===== config.mk =====
export PLATFORM = sky130hd
export DESIGN_NAME = k005293_priority
export DESIGN_NICKNAME = d
export VERILOG_FILES = /design/src/verilog/k005293_pkg.sv /design/src/verilog/k005293_priority.sv /design/src/verilog/layer_priority_mixer.sv /design/src/verilog/sprite_pixel_latch.sv /design/src/verilog/tile_property_shifter.sv
export SDC_FILE = /design/constraint.sdc
export NUM_CORES = 1
export LEC_CHECK = 0
export ABC_CLOCK_PERIOD_IN_PS = 7300
export BUFFER_PORTS_ARGS = -buffer_cell sky130_fd_sc_hd__buf_4
export CAP_MARGIN = 10
export CORE_MARGIN = 1
export CORE_UTILIZATION = 55
export CTS_CLUSTER_DIAMETER = 200
export DETAILED_ROUTE_END_ITERATION = 8
export PLACE_DENSITY = 0.74
export SLEW_MARGIN = 10
export SYNTH_ARGS = -nofsm -noshare
export SYNTH_HDL_FRONTEND = slang
export SYNTH_HIERARCHICAL = 1
export SYNTH_SLANG_ARGS = --single-unit

===== constraint.sdc =====
create_clock -name i_EMU_MCLK -period 7.3 [get_ports i_EMU_MCLK]
set_input_delay 0.73 -clock i_EMU_MCLK [delete_from_list [all_inputs] [get_ports i_EMU_MCLK]]
set_output_delay 0.73 -clock i_EMU_MCLK [all_outputs]
set_load 0.01 [all_outputs]

===== src/verilog/k005293_pkg.sv =====
// Shared definitions for the priority handler
// Widths, layer and mode codes, tile property structs, mode/transparency table

`default_nettype none

package k005293_pkg;

    ////////////////////////////////////////////////////////////
    // Widths and counts

    localparam int PIXEL_W    = 4;              // Tilemap pixel
    localparam int PAL_W      = 7;              // Tile palette
    localparam int OBJ_W      = 8;              // Sprite pixel
    localparam int CD_W       = 11;             // Palette code out
    localparam int MODE_W     = 5;
    localparam int NUM_MODES  = 26;

    localparam int TMA_STAGES = 4;              // Layer A delay stages
    localparam int TMB_STAGES = 3;              // Layer B delay stages

    ////////////////////////////////////////////////////////////
    // Layer and mode codes

    typedef enum logic [1:0] {
        LAYER_TMA = 2'd0,
        LAYER_TMB = 2'd1,
        LAYER_OBJ = 2'd2
    } layer_t;

    // Names read as "X over Y", M = masked, P = punched
    typedef enum logic [MODE_W-1:0] {
        PRMODE_A       = 5'd0,  PRMODE_A_B     = 5'd1,
        PRMODE_A_B_O   = 5'd2,  PRMODE_A_BMO   = 5'd3,
        PRMODE_A_O1    = 5'd4,  PRMODE_A_O2    = 5'd5,
        PRMODE_A_O_B   = 5'd6,  PRMODE_B       = 5'd7,
        PRMODE_B_A     = 5'd8,  PRMODE_B_A_O   = 5'd9,
        PRMODE_B_O     = 5'd10, PRMODE_B_O_A   = 5'd11,
        PRMODE_O       = 5'd12, PRMODE_O_A     = 5'd13,
        PRMODE_O_A_B   = 5'd14, PRMODE_O_B     = 5'd15,
        PRMODE_O_B_A   = 5'd16, PRMODE_A_BMO_B = 5'd17,
        PRMODE_APB_O   = 5'd18, PRMODE_APB_O_A = 5'd19,
        PRMODE_B_AMO   = 5'd20, PRMODE_B_AMO_A = 5'd21,
        PRMODE_BPA_O   = 5'd22, PRMODE_BPA_O_B = 5'd23,
        PRMODE_O_APB   = 5'd24, PRMODE_O_BPA   = 5'd25
    } prmode_t;

    ////////////////////////////////////////////////////////////
    // Tile properties, in the bit order of {PR, VHFF, VC}

    typedef struct packed {
        logic [3:0]       pr;
        logic             flip;
        logic [PAL_W-1:0] palette;
    } tma_prop_t;

    // Upper PR bits of layer B have no effect in the chip
    typedef struct packed {
        logic [1:0]       pr;
        logic             flip;
        logic [PAL_W-1:0] palette;
    } tmb_prop_t;

    ////////////////////////////////////////////////////////////
    // Winner per mode, indexed by transparency {A, B, OBJ}, 1 = clear
    // Row elements run from index 7 down to 0

    typedef layer_t [7:0] prio_row_t;

    localparam prio_row_t PRIO_TABLE [NUM_MODES] = '{
        '{LAYER_TMA, LAYER_TMA, LAYER_TMA, LAYER_TMA,
          LAYER_TMA, LAYER_TMA, LAYER_TMA, LAYER_TMA},     // A
        '{LAYER_TMA, LAYER_TMA, LAYER_TMB, LAYER_TMB,
          LAYER_TMA, LAYER_TMA, LAYER_TMA, LAYER_TMA},     // A_B
        '{LAYER_TMA, LAYER_OBJ, LAYER_TMB, LAYER_TMB,
          LAYER_TMA, LAYER_TMA, LAYER_TMA, LAYER_TMA},     // A_B_O
        '{LAYER_TMA, LAYER_TMA, LAYER_OBJ, LAYER_OBJ,
          LAYER_TMA, LAYER_TMA, LAYER_TMA, LAYER_TMA},     // A_BMO
        '{LAYER_TMA, LAYER_OBJ, LAYER_TMA, LAYER_OBJ,
          LAYER_TMA, LAYER_TMA, LAYER_TMA, LAYER_TMA},     // A_O1
        '{LAYER_TMA, LAYER_OBJ, LAYER_OBJ, LAYER_OBJ,
          LAYER_TMA, LAYER_TMA, LAYER_TMA, LAYER_TMA},     // A_O2
        '{LAYER_TMA, LAYER_OBJ, LAYER_TMB, LAYER_OBJ,
          LAYER_TMA, LAYER_TMA, LAYER_TMA, LAYER_TMA},     // A_O_B
        '{LAYER_TMB, LAYER_TMB, LAYER_TMB, LAYER_TMB,
          LAYER_TMB, LAYER_TMB, LAYER_TMB, LAYER_TMB},     // B
        '{LAYER_TMB, LAYER_TMB, LAYER_TMB, LAYER_TMB,
          LAYER_TMA, LAYER_TMA, LAYER_TMB, LAYER_TMB},     // B_A
        '{LAYER_OBJ, LAYER_OBJ, LAYER_TMB, LAYER_TMB,
          LAYER_TMA, LAYER_TMA, LAYER_TMB, LAYER_TMB},     // B_A_O
        '{LAYER_OBJ, LAYER_OBJ, LAYER_TMB, LAYER_TMB,
          LAYER_OBJ, LAYER_OBJ, LAYER_TMB, LAYER_TMB},     // B_O
        '{LAYER_OBJ, LAYER_OBJ, LAYER_TMB, LAYER_TMB,
          LAYER_TMA, LAYER_OBJ, LAYER_TMB, LAYER_TMB},     // B_O_A
        '{LAYER_OBJ, LAYER_OBJ, LAYER_OBJ, LAYER_OBJ,
          LAYER_OBJ, LAYER_OBJ, LAYER_OBJ, LAYER_OBJ},     // O
        '{LAYER_OBJ, LAYER_OBJ, LAYER_OBJ, LAYER_OBJ,
          LAYER_TMA, LAYER_OBJ, LAYER_TMA, LAYER_OBJ},     // O_A
        '{LAYER_OBJ, LAYER_OBJ, LAYER_TMB, LAYER_OBJ,
          LAYER_TMA, LAYER_OBJ, LAYER_TMA, LAYER_OBJ},     // O_A_B
        '{LAYER_OBJ, LAYER_OBJ, LAYER_TMB, LAYER_OBJ,
          LAYER_OBJ, LAYER_OBJ, LAYER_TMB, LAYER_OBJ},     // O_B
        '{LAYER_OBJ, LAYER_OBJ, LAYER_TMB, LAYER_OBJ,
          LAYER_TMA, LAYER_OBJ, LAYER_TMB, LAYER_OBJ},     // O_B_A
        '{LAYER_TMA, LAYER_TMA, LAYER_TMB, LAYER_OBJ,
          LAYER_TMA, LAYER_TMA, LAYER_TMA, LAYER_TMA},     // A_BMO_B
        '{LAYER_OBJ, LAYER_OBJ, LAYER_TMB, LAYER_TMB,
          LAYER_OBJ, LAYER_OBJ, LAYER_OBJ, LAYER_OBJ},     // APB_O
        '{LAYER_OBJ, LAYER_OBJ, LAYER_TMB, LAYER_TMB,
          LAYER_TMA, LAYER_OBJ, LAYER_TMA, LAYER_OBJ},     // APB_O_A
        '{LAYER_TMB, LAYER_TMB, LAYER_TMB, LAYER_TMB,
          LAYER_OBJ, LAYER_OBJ, LAYER_TMB, LAYER_TMB},     // B_AMO
        '{LAYER_TMB, LAYER_TMB, LAYER_TMB, LAYER_TMB,
          LAYER_TMA, LAYER_OBJ, LAYER_TMB, LAYER_TMB},     // B_AMO_A
        '{LAYER_OBJ, LAYER_OBJ, LAYER_OBJ, LAYER_OBJ,
          LAYER_TMA, LAYER_TMA, LAYER_OBJ, LAYER_OBJ},     // BPA_O
        '{LAYER_OBJ, LAYER_OBJ, LAYER_TMB, LAYER_OBJ,
          LAYER_TMA, LAYER_TMA, LAYER_TMB, LAYER_OBJ},     // BPA_O_B
        '{LAYER_OBJ, LAYER_OBJ, LAYER_TMB, LAYER_OBJ,
          LAYER_OBJ, LAYER_OBJ, LAYER_OBJ, LAYER_OBJ},     // O_APB
        '{LAYER_OBJ, LAYER_OBJ, LAYER_OBJ, LAYER_OBJ,
          LAYER_TMA, LAYER_OBJ, LAYER_OBJ, LAYER_OBJ}      // O_BPA
    };

endpackage

`default_nettype wire

===== src/verilog/k005293_priority.sv =====
// Top level of the tilemap/sprite priority handler
// Strobe decode, two property shifters, sprite latch and layer mixer

`timescale 1ns/1ps
`default_nettype none

module k005293_priority
    import k005293_pkg::*;
(
    input  wire logic               i_EMU_MCLK,
    input  wire logic               i_rst_n,
    input  wire logic               i_EMU_CLK6MPCEN_n,

    input  wire logic               i_HFLIP,

    input  wire logic               i_SHIFTA1,
    input  wire logic               i_SHIFTA2,
    input  wire logic               i_SHIFTB,

    input  wire logic               i_ABS_n1H,
    input  wire logic               i_ABS_n6n7H,
    input  wire logic               i_ABS_n2n3H,

    input  wire logic [PIXEL_W-1:0] i_A_PIXEL,
    input  wire logic [PIXEL_W-1:0] i_B_PIXEL,
    input  wire logic [15:0]        i_OBJBUF_DATA,

    input  wire logic               i_A_TRN_n,
    input  wire logic               i_B_TRN_n,

    input  wire logic               i_VHFF,
    input  wire logic [PAL_W-1:0]   i_VC,
    input  wire logic [3:0]         i_PR,

    output logic                    o_A_FLIP,
    output logic                    o_B_FLIP,
    output logic      [CD_W-1:0]    o_CD
);

////////////////////////////////////////////////////////////
// Strobes and stage loads, all active low

logic                  pix3_stb_n;
logic                  pix7_stb_n;
logic [TMA_STAGES-1:0] tma_load_n;
logic [TMB_STAGES-1:0] tmb_load_n;
tma_prop_t             tma_in;
tmb_prop_t             tmb_in;
tma_prop_t             tma_q;
tmb_prop_t             tmb_q;
logic [OBJ_W-1:0]      obj_pixel;

assign pix3_stb_n = i_ABS_n2n3H | i_ABS_n1H;         // Pixel 3
assign pix7_stb_n = i_ABS_n6n7H | i_ABS_n1H;         // Pixel 7

// Layer B takes its first stage half a character after layer A
assign tma_load_n = {i_SHIFTA2, i_SHIFTA1, pix7_stb_n, pix3_stb_n};
assign tmb_load_n = {i_SHIFTB, pix3_stb_n, pix7_stb_n};

assign tma_in = '{pr: i_PR, flip: i_VHFF, palette: i_VC};
assign tmb_in = '{pr: i_PR[1:0], flip: i_VHFF, palette: i_VC};

tile_property_shifter #(.payload_t(tma_prop_t), .NUM_STAGES(TMA_STAGES)) u_tma_shifter
(
    .i_EMU_MCLK        (i_EMU_MCLK),
    .i_rst_n           (i_rst_n),
    .i_EMU_CLK6MPCEN_n (i_EMU_CLK6MPCEN_n),
    .i_load            (tma_load_n),
    .i_data            (tma_in),
    .o_data            (tma_q)
);

tile_property_shifter #(.payload_t(tmb_prop_t), .NUM_STAGES(TMB_STAGES)) u_tmb_shifter
(
    .i_EMU_MCLK        (i_EMU_MCLK),
    .i_rst_n           (i_rst_n),
    .i_EMU_CLK6MPCEN_n (i_EMU_CLK6MPCEN_n),
    .i_load            (tmb_load_n),
    .i_data            (tmb_in),
    .o_data            (tmb_q)
);

assign o_A_FLIP = tma_q.flip;                       // To tile pixel serializers
assign o_B_FLIP = tmb_q.flip;

sprite_pixel_latch u_obj_latch
(
    .i_EMU_MCLK        (i_EMU_MCLK),
    .i_rst_n           (i_rst_n),
    .i_EMU_CLK6MPCEN_n (i_EMU_CLK6MPCEN_n),
    .i_ABS_n1H         (i_ABS_n1H),
    .i_HFLIP           (i_HFLIP),
    .i_OBJBUF_DATA     (i_OBJBUF_DATA),
    .o_obj_pixel       (obj_pixel)
);

layer_priority_mixer u_mixer
(
    .i_EMU_MCLK        (i_EMU_MCLK),
    .i_rst_n           (i_rst_n),
    .i_EMU_CLK6MPCEN_n (i_EMU_CLK6MPCEN_n),
    .i_tma             (tma_q),
    .i_tmb             (tmb_q),
    .i_A_PIXEL         (i_A_PIXEL),
    .i_B_PIXEL         (i_B_PIXEL),
    .i_A_TRN_n         (i_A_TRN_n),
    .i_B_TRN_n         (i_B_TRN_n),
    .i_obj_pixel       (obj_pixel),
    .o_CD              (o_CD)
);

endmodule

`default_nettype wire


===== src/verilog/layer_priority_mixer.sv =====
// Priority mode decoder and layer select
// Registers the winning layer's palette code on the pixel enable

`timescale 1ns/1ps
`default_nettype none

module layer_priority_mixer
    import k005293_pkg::*;
(
    input  wire logic               i_EMU_MCLK,
    input  wire logic               i_rst_n,
    input  wire logic               i_EMU_CLK6MPCEN_n,

    input  wire tma_prop_t          i_tma,
    input  wire tmb_prop_t          i_tmb,
    input  wire logic [PIXEL_W-1:0] i_A_PIXEL,
    input  wire logic [PIXEL_W-1:0] i_B_PIXEL,
    input  wire logic               i_A_TRN_n,
    input  wire logic               i_B_TRN_n,
    input  wire logic [OBJ_W-1:0]   i_obj_pixel,

    output logic      [CD_W-1:0]    o_CD
);

prmode_t    priority_mode;
logic       obj_trn_n;
logic [2:0] trn;                                    // {A, B, OBJ}, 1 = transparent
layer_t     layer;

////////////////////////////////////////////////////////////
// Mode decode from {B pr[1:0], A pr[3:0]}

always_comb
begin
    casez ({i_tmb.pr, i_tma.pr})
        6'b??_0101: priority_mode = PRMODE_A;
        6'b?1_1101: priority_mode = PRMODE_A_B;
        6'b?1_1111: priority_mode = PRMODE_A_B_O;
        6'b00_1101: priority_mode = PRMODE_A_BMO;
        6'b??_0111: priority_mode = PRMODE_A_O1;
        6'b00_1111: priority_mode = PRMODE_A_O2;
        6'b10_1111: priority_mode = PRMODE_A_O_B;
        6'b01_00??: priority_mode = PRMODE_B;
        6'b01_10?1: priority_mode = PRMODE_B_A;
        6'b11_10?1: priority_mode = PRMODE_B_A_O;
        6'b11_00??: priority_mode = PRMODE_B_O;
        6'b11_1000: priority_mode = PRMODE_B_O;     // Alias
        6'b11_1010: priority_mode = PRMODE_B_O_A;
        6'b00_00??: priority_mode = PRMODE_O;
        6'b00_1?00: priority_mode = PRMODE_O;       // Alias
        6'b??_0100: priority_mode = PRMODE_O;       // Alias
        6'b??_0110: priority_mode = PRMODE_O_A;
        6'b00_1110: priority_mode = PRMODE_O_A;     // Alias
        6'b10_1110: priority_mode = PRMODE_O_A_B;
        6'b10_00??: priority_mode = PRMODE_O_B;
        6'b10_1000: priority_mode = PRMODE_O_B;     // Alias
        6'b10_1010: priority_mode = PRMODE_O_B_A;
        6'b10_1101: priority_mode = PRMODE_A_BMO_B;
        6'b?1_1100: priority_mode = PRMODE_APB_O;
        6'b?1_1110: priority_mode = PRMODE_APB_O_A;
        6'b01_1000: priority_mode = PRMODE_B_AMO;
        6'b01_1010: priority_mode = PRMODE_B_AMO_A;
        6'b00_10?1: priority_mode = PRMODE_BPA_O;
        6'b10_10?1: priority_mode = PRMODE_BPA_O_B;
        6'b10_1100: priority_mode = PRMODE_O_APB;
        6'b00_1010: priority_mode = PRMODE_O_BPA;
        default:    priority_mode = PRMODE_A;       // Undecoded codes show layer A
    endcase
end

////////////////////////////////////////////////////////////
// Winner lookup

// Sprite colour 0 of each palette is see-through
assign obj_trn_n = |i_obj_pixel[3:0];
assign trn       = ~{i_A_TRN_n, i_B_TRN_n, obj_trn_n};
assign layer     = PRIO_TABLE[priority_mode][trn];

////////////////////////////////////////////////////////////
// Output register

always_ff @(posedge i_EMU_MCLK or negedge i_rst_n)
begin
    if (!i_rst_n)
    begin
        o_CD <= '0;
    end
    else if (!i_EMU_CLK6MPCEN_n)
    begin
        case (layer)
            LAYER_TMA:
            begin
                o_CD <= {i_tma.palette, i_A_PIXEL};
            end
            LAYER_TMB:
            begin
                o_CD <= {i_tmb.palette, i_B_PIXEL};
            end
            default:
            begin
                o_CD <= {{(CD_W-OBJ_W){1'b0}}, i_obj_pixel}; // Sprite carries own palette
            end
        endcase
    end
end

endmodule

`default_nettype wire


===== src/verilog/sprite_pixel_latch.sv =====
// Sprite buffer word latch
// Holds an even/odd pixel pair and picks one by pixel phase and flip

`timescale 1ns/1ps
`default_nettype none

module sprite_pixel_latch
    import k005293_pkg::*;
(
    input  wire logic             i_EMU_MCLK,
    input  wire logic             i_rst_n,
    input  wire logic             i_EMU_CLK6MPCEN_n,

    input  wire logic             i_ABS_n1H,        // Pixel phase, low on odd half
    input  wire logic             i_HFLIP,
    input  wire logic [15:0]      i_OBJBUF_DATA,

    output logic      [OBJ_W-1:0] o_obj_pixel
);

logic [OBJ_W-1:0] even_pixel_q;
logic [OBJ_W-1:0] odd_pixel_q;
logic             pick_odd;

always_ff @(posedge i_EMU_MCLK or negedge i_rst_n)
begin
    if (!i_rst_n)
    begin
        even_pixel_q <= '0;
        odd_pixel_q  <= '0;
    end
    else if (!i_EMU_CLK6MPCEN_n)
    begin
        if (!i_ABS_n1H)
        begin
            odd_pixel_q  <= i_OBJBUF_DATA[15:8];    // Buffer A half
            even_pixel_q <= i_OBJBUF_DATA[7:0];     // Buffer B half
        end
    end
end

// Horizontal flip swaps which half of the pair comes out first
assign pick_odd    = ~i_ABS_n1H ^ i_HFLIP;
assign o_obj_pixel = pick_odd ? odd_pixel_q : even_pixel_q;

endmodule

`default_nettype wire


===== src/verilog/tile_property_shifter.sv =====
// Strobed delay line for one tilemap layer's properties
// Payload type and stage count set per instance

`timescale 1ns/1ps
`default_nettype none

module tile_property_shifter
    import k005293_pkg::*;
#(
    parameter type payload_t  = logic [7:0],
    parameter int  NUM_STAGES = 2
)
(
    input  wire logic                  i_EMU_MCLK,
    input  wire logic                  i_rst_n,
    input  wire logic                  i_EMU_CLK6MPCEN_n,

    input  wire logic [NUM_STAGES-1:0] i_load,      // Active low, bit 0 = first stage
    input  wire payload_t              i_data,
    output payload_t                   o_data
);

payload_t stage_q [NUM_STAGES];

always_ff @(posedge i_EMU_MCLK or negedge i_rst_n)
begin
    if (!i_rst_n)
    begin
        for (int i = 0; i < NUM_STAGES; i++)
        begin
            stage_q[i] <= '0;
        end
    end
    else if (!i_EMU_CLK6MPCEN_n)
    begin
        if (!i_load[0])
        begin
            stage_q[0] <= i_data;                   // Entry from tile fetch
        end

        for (int i = 1; i < NUM_STAGES; i++)
        begin
            if (!i_load[i])
            begin
                stage_q[i] <= stage_q[i-1];
            end
        end
    end
end

assign o_data = stage_q[NUM_STAGES-1];              // Last stage feeds the mixer

endmodule

`default_nettype wire


Yosys cells after proc, flatten, opt, wreduce, memory -nomap -nowiden:

Memory sizes are Yosys's and may differ from the RTL's.
Cells that the tools add are included.

* register bits: 105
* ROM bits: 512
* bits of input ports: 48
* output and inout port bits: 13
* memories: 1

* magnitude comparators: 2
* eq/ne operators: 31
* multiplexer cells: 7
* bitwise logic cells: 12
* reduce and logical (&&, ||, !) cells: 13

Memories
* (no name shown): depth 32, width 16, rd ports 1, clocked after Yosys merged registers in 0, write ports 0, RTL line layer_priority_mixer.sv:77 `assign layer = PRIO_TABLE[priority_mode][trn];`

Operators by type and width (number)
* $pmux W5 S26: 1
* $eq A6 B6 Y1 const B: 8
* $mux W16: 2
* $eq A5 B5 Y1 const B: 6
* $eq A6 B4 Y1 const B: 4
* $pmux W11 S2: 1
* $eq A4 B3 Y1 const B: 5
* $eq A6 B5 Y1 const B: 2
* $reduce_and A2 Y1: 6
* $eq A5 B3 Y1 const B: 2
* $eq A4 B4 Y1 const B: 2
* $mux W8: 1
* $not A1 Y1: 7
* $bmux W2 S3: 1
* $ge A6 B6 Y1 const B: 1
* $not A5 Y6: 1
* $reduce_or A2 Y1: 3
* $eq A5 B4 Y1 const B: 1
* $logic_not A4 Y1: 1
* $lt A3 B4 Y1 const B: 1
* $reduce_or A4 Y1: 1
* $not A3 Y3: 1
* $reduce_or A3 Y1: 1
* $eq A2 B1 Y1 const B: 1
* 4 further kinds: 5

Depth between registers and ports, before layout:

Gate-level depths: netlist of run 1.

* depth after elaboration: 11
* gate-level depth with buffers: 16
* gate-level depth less buffers: 12

Hierarchy:

The synthesis of run 1 kept the hierarchy.

Modules (own cells, without submodules)
* tile_property_shifter (u_tma_shifter): instances 1, cells each 116, area each 2052.0 um2
* layer_priority_mixer: instances 1, cells each 240, area each 1905.6 um2
* tile_property_shifter (u_tmb_shifter): instances 1, cells each 73, area each 1197.4 um2
* sprite_pixel_latch: instances 1, cells each 43, area each 700.7 um2
* k005293_priority: instances 1, cells each 2, area each 12.5 um2

Least setup slack after synthesis of run 1:

No wires, ideal clock.

* path type: in2reg
* start point: input port i_ABS_n1H
* end point: register u_mixer.o_CD[0]
* setup time: 0.120 ns
* arrival time: 3.409 ns
* data required time: 7.180 ns
* path slack: 3.772 ns
* stages on the path: 9
* cells stage by stage: xor2_2 mux2_2 nor4_1 a31oi_1 a2111o_1 and2_4 buf_6 a2111o_1 a31o_1

* cells in the longest elaborated chain, start to end: 9
* elaborated cells between the ends (all ways): 10
* those cells by class: 1 x eq/ne; 4 x mux; 3 x bitwise; 2 x reduce/logical

Ends and longest elaborated chain
* start, declared: RTL line k005293_priority.sv:20 `input wire logic i_ABS_n1H,`
* $not A1 Y1 (no source line) *
* $xor A1 B1 Y1 *: RTL line sprite_pixel_latch.sv:43 `assign pick_odd = ~i_ABS_n1H ^ i_HFLIP;`
* $mux W8 *: RTL line sprite_pixel_latch.sv:44 `assign o_obj_pixel = pick_odd ? odd_pixel_q : even_pixel_q;`
* net obj_pixel[0]: RTL line k005293_priority.sv:51 `logic [OBJ_W-1:0] obj_pixel;`
* $reduce_or A4 Y1: RTL line layer_priority_mixer.sv:75 `assign obj_trn_n = |i_obj_pixel[3:0];`
* $not A3 Y3: RTL line layer_priority_mixer.sv:76 `assign trn = ~{i_A_TRN_n, i_B_TRN_n, obj_trn_n};`
* $bmux W2 S3: RTL line layer_priority_mixer.sv:77
* $mux W2 (not written as such): RTL line layer_priority_mixer.sv:77
* $eq A2 B1 Y1 or $logic_not A2 Y1 (tied branches): RTL line layer_priority_mixer.sv:90 `case (layer)`
* $pmux W11 S2 *: RTL line layer_priority_mixer.sv:90
* end signal, assigned: RTL line layer_priority_mixer.sv:93 `o_CD <= {i_tma.palette, i_A_PIXEL};`
* end signal, assigned: RTL line layer_priority_mixer.sv:97 `o_CD <= {i_tmb.palette, i_B_PIXEL};`
* end signal, assigned: RTL line layer_priority_mixer.sv:101 `o_CD <= {{(CD_W-OBJ_W){1'b0}}, i_obj_pixel};`
* end, declared: RTL line layer_priority_mixer.sv:22 `output logic [CD_W-1:0] o_CD`

The timed path passes the listed nets; every way through them passes the cells marked *. The select of a mux whose other input is x is not followed.
A chain may end at the register's enable or synchronous reset.

Worst setup path after layout of run 1:

* start point: register u_tma_shifter.stage_q (netlist bit u_tma_shifter/o_data[10])
* end point: register u_mixer.o_CD[1]

* cells in the longest elaborated chain, start to end: 11
* elaborated cells between the ends (all ways): 44
* those cells by class: 30 x eq/ne; 6 x mux; 1 x bitwise; 6 x reduce/logical; 1 x memory

Ends and longest elaborated chain
* start, declared: RTL line tile_property_shifter.sv:23 `payload_t stage_q [NUM_STAGES];`
* start signal, assigned by index: RTL line tile_property_shifter.sv:45 `stage_q[i] <= stage_q[i-1];`
* $eq A6 B6 Y1, or another cell as far along: RTL line layer_priority_mixer.sv:35 `casez ({i_tmb.pr, i_tma.pr})`
* $reduce_or A2 Y1 (no source line) or $reduce_or A3 Y1 (tied branches)
* $pmux W5 S26 *: RTL line layer_priority_mixer.sv:35
* $not A5 Y6 (not written as such) *: RTL line layer_priority_mixer.sv:77
* $mem_v2 Z32 W16 *
* $mux W16 (not written as such) * (2 in series): RTL line layer_priority_mixer.sv:77
* $bmux W2 S3 *: RTL line layer_priority_mixer.sv:77
* $mux W2 (not written as such) *: RTL line layer_priority_mixer.sv:77
* $eq A2 B1 Y1 or $logic_not A2 Y1 (tied branches): RTL line layer_priority_mixer.sv:90
* $pmux W11 S2 *: RTL line layer_priority_mixer.sv:90

Every way passes the cells marked *; elsewhere a longest branch is shown, timed or not. The select of a mux whose other input is x is not followed.

==> flow_summary.ini, run 1 <==
[run_status]
outcome = complete, no violations

[grt]
antenna_found_initial = 0
grt_max_degree = 64
first_global_vias = 3694
groute.usage.overall_pct = 22.2
grt_pass1_wl_um = 19400
grt-ovfl-total = 0

[cells_and_area]
final_common_cell = dfrtp_1
mostFrequentLayoutCells = dfrtp_1, buf_4, mux2_2
final_nets = 553
antenna_cells = 0
area_growth_pct = 8.06
drive_gt1_share_pct = 40.0

[synthesis]
synth-main-ff-cell = dfrtp_1
synth_compound_area_share_pct = 14.9
synth_cells = 474
synth_top_family_by_area = multiplexers
yosysTopAreaCell = dfrtp_1
synth_seq_area_share_pct = 44.8
mappedNetlistNets = 527
syn_area_mm2 = 0.00587
synthAdderAreaFrac_pct = 1.07
ys_ff_latch = 105
synth.distinct_cells = 77
syn_avg_cell_area_um2 = 12.4
synth_edf_count = 0
synth_xor_area_share_pct = 0.277
yosysWarnings = 6
yosys-top-cells-area = dfrtp_1, mux2_2, mux2_4, buf_4, a2111o_1
synth.top_cell.area_share_pct = 44.8
async_flop_share_pct = 100
yosys.area_share.simple_pct = 9.59
muxShareOfSynthArea_pct = 22.8

[hold_path]
min_path_type = in -> async

[setup_path]
cp_slowest_cell = dfrtp_1
crit_arrival_ns = 4.62
r2r_cells = 12
r2r_end = u_mixer/o_CD[1]$_DFFE_PN0N_
cpLargestDelayFamily = compound AO/OA/AOI/OAI gates
path_max_fanout = 35
critPathKind = reg -> reg
r2r-start = u_tma_shifter/o_data[10]$_DFFE_PN0P_
cp_slowest_stage_delay_ns = 1.06
cp-startpoint = u_tma_shifter/o_data[10]$_DFFE_PN0P_
path_buf_inv = 1
worstSetupEndpointType = register
critPathLaunchType = register
crit_required_ns = 7.53
r2r_setup_slack_ns = 2.92
path_cells = inv_1, a22o_1, a22oi_1, and2_1, ha_1, nor2_1, a21oi_1, o221ai_1, a221oi_1, a211oi_2, o21bai_1, a31o_1

[sta]
hold_ws_ns = 0.348
fmaxAchievable_mhz = 228
setup_viol = 0
worst_pin_slew_ns = 1.07
period_minus_slack_ns = 4.38
rsz0062_at_grt = false
slew_headroom_pct = 28.6
fin_tns_setup_ns = 0
timing.final.crit_share_pct = 60.0
slew_violations = 0
finClkSkew_ns = 0.0164
hold_viol = 0

[placed_design]
numPortBuffers = 60
place_congestion = 0.942
dp_hpwl_um = 8100

[clock_tree]
cts.path.max_buffers = 2
clockRootBuffer = clkbuf_8
post_cts_buffers = 0
clk_pin_slew_ns = 0.10
clk_latency_ns = 0.36
clock-sinks = 105
cts_resized = 0
h-tree-depth = 3
cts-buffers-inserted = 9
cts_tree = yes
postCtsHoldBufs = 0

[route]
ant_nets = 0
drt-initial-drc-count = 211
wl_um = 11400
vias = 3803
avgRoutedWirePerCell_um = 17.8
drt_pre_antenna_iters = 4
drc_errors = 0
avgViaCountPerCell = 5.93

[power]
ir_drop_mv = 0.241
power_density_mw_per_mm2 = 372
leakage_nw = 2.77

[floorplan]
die_area_mm2 = 0.0111
die_w_um = 105
io_pins = 61
core_area_mm2 = 0.0103
initial_core_util_pct = 56.8
die_h_um = 105
rows = 37

[run]
drv_cap = 0
==> power breakdown <==
part / switching, mW / internal [mW]
sequential: 0.209 / 0.766
combinational: 0.505 / 0.549
clock: 0.201 / 0.131
total: 0.915 / 1.45
==> per-layer routing <==
layer | global-route usage, % | up-vias | routed length (um)
li1 | - | 1790 | -
met1 | 32.8 | 1880 | 5310
met2 | 34.4 | 125 | 5430
met3 | 3.71 | 8 | 611
met4 | 4.63 | 0 | 93
met5 | 0 | - | 0
==> worst register-to-register path, cell delays in order, from the launching register on <==
cell      delay, ns
dfrtp_1        1.06
inv_1          0.33
a22o_1         0.30
a22oi_1        0.21
and2_1         0.24
ha_1           0.28
nor2_1         0.14
a21oi_1        0.07
o221ai_1       0.22
a221oi_1       0.14
a211oi_2       0.90
o21bai_1       0.13
a31o_1         0.25
==> cell usage after synthesis (4+ instances only) <==
cell type	number
nor2b_1	7
mux2_4	40
nor2_2	5
buf_6	8
a31o_1	8
inv_1	10
nor2_1	11
buf_2	10
nand2_1	13
o21bai_1	9
o31ai_1	4
buf_4	27
a31oi_1	5
a21boi_0	8
a2111o_1	9
mux2_2	62
mux2i_1	4
a21oi_1	14
ha_1	5
nand2b_1	9
o21ai_0	11
dfrtp_1	105
and2_1	11
o21ai_1	5
==> state kept, by name (all words and copies together) (netlist names) <==
signal and count:
u_tma_shifter/stage_q 36, u_tmb_shifter/stage_q 20, u_tma_shifter/o_data 12, u_mixer/o_CD 11, u_tmb_shifter/o_data 10, u_obj_latch/even_pixel_q 8, u_obj_latch/odd_pixel_q 8
==> metrics by stage <==
stage                     utilization [%]  setup slack, ns  instance area (um2)  total power, mW  cells
final                                61.4             2.92                 6340             2.36    641
after global routing                 61.4             2.57                 6340             2.52    641
after CTS                            61.4             2.96                 6340             2.36    641
after detailed placement             59.6             3.00                 6150             2.02    625
after global placement               59.6             3.18                 6150             2.00    625
after floorplan                         -             3.77                 5870             1.84    474
==> layout make-up <==
cell class                      count  area [um2]
Inverter                           10        37.5
Multi-Input combinational cell    312        2850
Clock inverter                      7        63.8
Tap cell                          136         170
Clock buffer                        9         124
Timing Repair Buffer               62         465
Sequential cell                   105        2630
Fill cell                         795        3980
==> worst max-delay path by stage <==
stage,to,cells after the start
6_report,u_mixer/o_CD[1]$_DFFE_PN0N_,12
5_1_grt,u_mixer/o_CD[1]$_DFFE_PN0N_,12
2_1_floorplan,u_mixer/o_CD[0]$_DFFE_PN0N_,9
3_3_place_gp,u_mixer/o_CD[6]$_DFFE_PN0N_,10
3_5_place_dp,u_mixer/o_CD[3]$_DFFE_PN0N_,12
4_1_cts,u_mixer/o_CD[3]$_DFFE_PN0N_,12
==> kinds of logic after synthesis <==
group | count (synthesis)
buffers and inverters | 57
DFF | 105
muxes | 106
xor gates and xnor gates | 1
and+or+nand+nor | 89
AOI/OAI and AO/OA | 111
adders and majority gates | 5
Note: power is estimated with default switching activity, not from simulation.
==> run 2, diff against run 1 <==
--- a/config.mk
+++ b/config.mk
@@ -5,14 +5,14 @@
 export SDC_FILE = /design/constraint.sdc
 export NUM_CORES = 1
 export LEC_CHECK = 0
-export ABC_CLOCK_PERIOD_IN_PS = 7300
+export ABC_CLOCK_PERIOD_IN_PS = 3700
 export BUFFER_PORTS_ARGS = -buffer_cell sky130_fd_sc_hd__buf_4
 export CAP_MARGIN = 10
 export CORE_MARGIN = 1
-export CORE_UTILIZATION = 55
+export CORE_UTILIZATION = 54
 export CTS_CLUSTER_DIAMETER = 200
 export DETAILED_ROUTE_END_ITERATION = 8
-export PLACE_DENSITY = 0.74
+export PLACE_DENSITY = 0.76
 export SLEW_MARGIN = 10
 export SYNTH_ARGS = -nofsm -noshare
 export SYNTH_HDL_FRONTEND = slang
==> constraint.sdc (replaced) <==
create_clock -name i_EMU_MCLK -period 3.7 [get_ports i_EMU_MCLK]
set_input_delay 0.37 -clock i_EMU_MCLK [delete_from_list [all_inputs] [get_ports i_EMU_MCLK]]
set_output_delay 0.37 -clock i_EMU_MCLK [all_outputs]
set_load 0.01 [all_outputs]
==> flow_summary.ini, run 2 (synthesis gave the netlist of run 1 again) <==
[floorplan]
die_h_um = 106
io_pins = 61
initial_core_util_pct = 56.3
core_area_mm2 = 0.0104
die_area_mm2 = 0.0113
die_w_um = 106
rows = 37

[route]
drc_errors = 0
drt-initial-drc-count = 273
avgRoutedWirePerCell_um = 18.2
vias = 3865
ant_nets = 0
drt_pre_antenna_iters = 6
wl_um = 12200
avgViaCountPerCell = 5.78

[sta]
worst_pin_slew_ns = 0.883
setup_slack_ns = 0.237
fin_tns_setup_ns = 0
hold_viol = 0
setup_viol = 0
slew_violations = 0
slew_headroom_pct = 41.1
fmaxAchievable_mhz = 289
finClkSkew_ns = 0.0119
rsz0062_at_grt = false
timing.final.crit_share_pct = 93.6
period_minus_slack_ns = 3.46

[run_status]
outcome = complete, no violations

[cells_and_area]
mostFrequentLayoutCells = dfrtp_1, buf_4, mux2_2
drive_gt1_share_pct = 43.5
multi_input_area_mm2 = 0.00285
final_nets = 582
largest_register_ffs = 36
seq_area_mm2 = 0.00263
regMostFlops = u_tma_shifter/stage_q
fillCellCount = 800
area_growth_pct = 12.0
antenna_cells = 0
final_common_cell = dfrtp_1

[setup_path]
r2r_cells = 13
path_cells = or4b_2, nand2_1, or4_1, buf_4, inv_1, ha_1, o311ai_0, o32ai_1, a211oi_1, a211oi_2, buf_12, a2111o_1, a31o_1
cpLargestDelayFamily = compound AO/OA/AOI/OAI gates
crit_arrival_ns = 3.73
cp_slowest_cell = or4b_2
crit_required_ns = 3.96
crit_cells = 13
path_max_fanout = 17
cp_slowest_stage_delay_ns = 0.70
critPathLaunchType = register
path_buf_inv = 3
worstSetupEndpointType = register
critPathKind = reg -> reg

[clock_tree]
clock-sinks = 105
cts-buffers-inserted = 9
clk_latency_ns = 0.37
h-tree-depth = 3
cts.path.max_buffers = 2
cts_tree = yes
post_cts_buffers = 0
clockRootBuffer = clkbuf_8
clk_pin_slew_ns = 0.11

[power]
combPwrFrac_pct = 49.3
p_sw_mw = 1.89
power_density_mw_per_mm2 = 748
ir_drop_mv = 0.396
clockPowerShare_pct = 13.6
leakage_nw = 2.91
seq_power_share_pct = 37.1
netSwitchingFraction_pct = 38.4
intPower_mw = 3.03

[hold_path]
min_path_type = in -> reg
holdPathStages = 2

[placed_design]
numPortBuffers = 60
place_congestion = 0.951
place_worst_setup_slack_ns = 0.166
dp_hpwl_um = 9030

[grt]
grt_max_degree = 43
grt-ovfl-total = 0
groute.usage.overall_pct = 22.9
grt_pass1_wl_um = 20200
first_global_vias = 3846
antenna_found_initial = 0

[run]
drv_cap = 0
[run 2: through the flow]
| step | cells | area (um2) | utilization, % | power (mW) | hold slack [ns] |
|---|---|---|---|---|---|
| after floorplan | 474 | 5870 | - | 3.63 | 0.0744 |
| after global placement | 653 | 6380 | 61.2 | 4.19 | 0.317 |
| after detailed placement | 653 | 6380 | 61.2 | 4.24 | 0.321 |
| after CTS | 669 | 6570 | 63.1 | 4.92 | 0.200 |
| after global routing | 669 | 6580 | 63.1 | 5.25 | 0.198 |
| final | 669 | 6580 | 63.1 | 4.92 | 0.222 |
[run 2: worst paths after layout]
| path | startpoint | endpoint | slack, ns |
|---|---|---|---|
| worst min-delay path | i_PR[2] | u_tma_shifter/stage_q[46]$_DFFE_PN0P_ | 0.22 |
| worst max-delay path | u_tma_shifter/o_data[10]$_DFFE_PN0P_ | u_mixer/o_CD[1]$_DFFE_PN0N_ | 0.24 |
| worst max register to register | u_tma_shifter/o_data[10]$_DFFE_PN0P_ | u_mixer/o_CD[1]$_DFFE_PN0N_ | 0.24 |
| min in group asynchronous | i_rst_n | u_tma_shifter/stage_q[43]$_DFFE_PN0P_ | 0.45 |
| worst min register to register | u_mixer/o_CD[10]$_DFFE_PN0N_ | u_mixer/o_CD[10]$_DFFE_PN0N_ | 0.50 |
| max in group asynchronous | i_rst_n | u_tma_shifter/o_data[11]$_DFFE_PN0P_ | 2.36 |
[run 2: repair_timing]
action,4_1_cts,5_1_grt
endpoints found under the hold margin,29,0
resized for setup,0,3
endpoints found under the setup margin,0,11
hold buffers,1,0
[run 2: power by group through the flow]
stage	combinational [mW]	clock (mW)	sequential (mW)
floorplan	1.92	0	1.70
global placement	2.38	0	1.81
detailed placement	2.39	0	1.84
CTS	2.41	0.690	1.82
global route	2.64	0.732	1.88
finish	2.43	0.667	1.83
[run 2: layer usage]
layer / global-route usage, % / vias up / wire length [um]
met2: 34.6 / 113 / 5720
met4: 5.56 / 0 / 118
met5: 0 / - / 0
li1: - / 1832 / -
met1: 34.1 / 1908 / 5760
met3: 4.35 / 12 / 602
[run 2: final cells by class]
| cell class | count | share of cell area [%] |
|---|---|---|
| multi-input cells | 312 | 43.4 |
| flip-flops and latches | 105 | 40.0 |
| repair buffers | 91 | 10.6 |
| well taps | 136 | 2.59 |
| clock buffers | 9 | 1.88 |
| clock inverters | 6 | 0.932 |
| inverters | 10 | 0.571 |
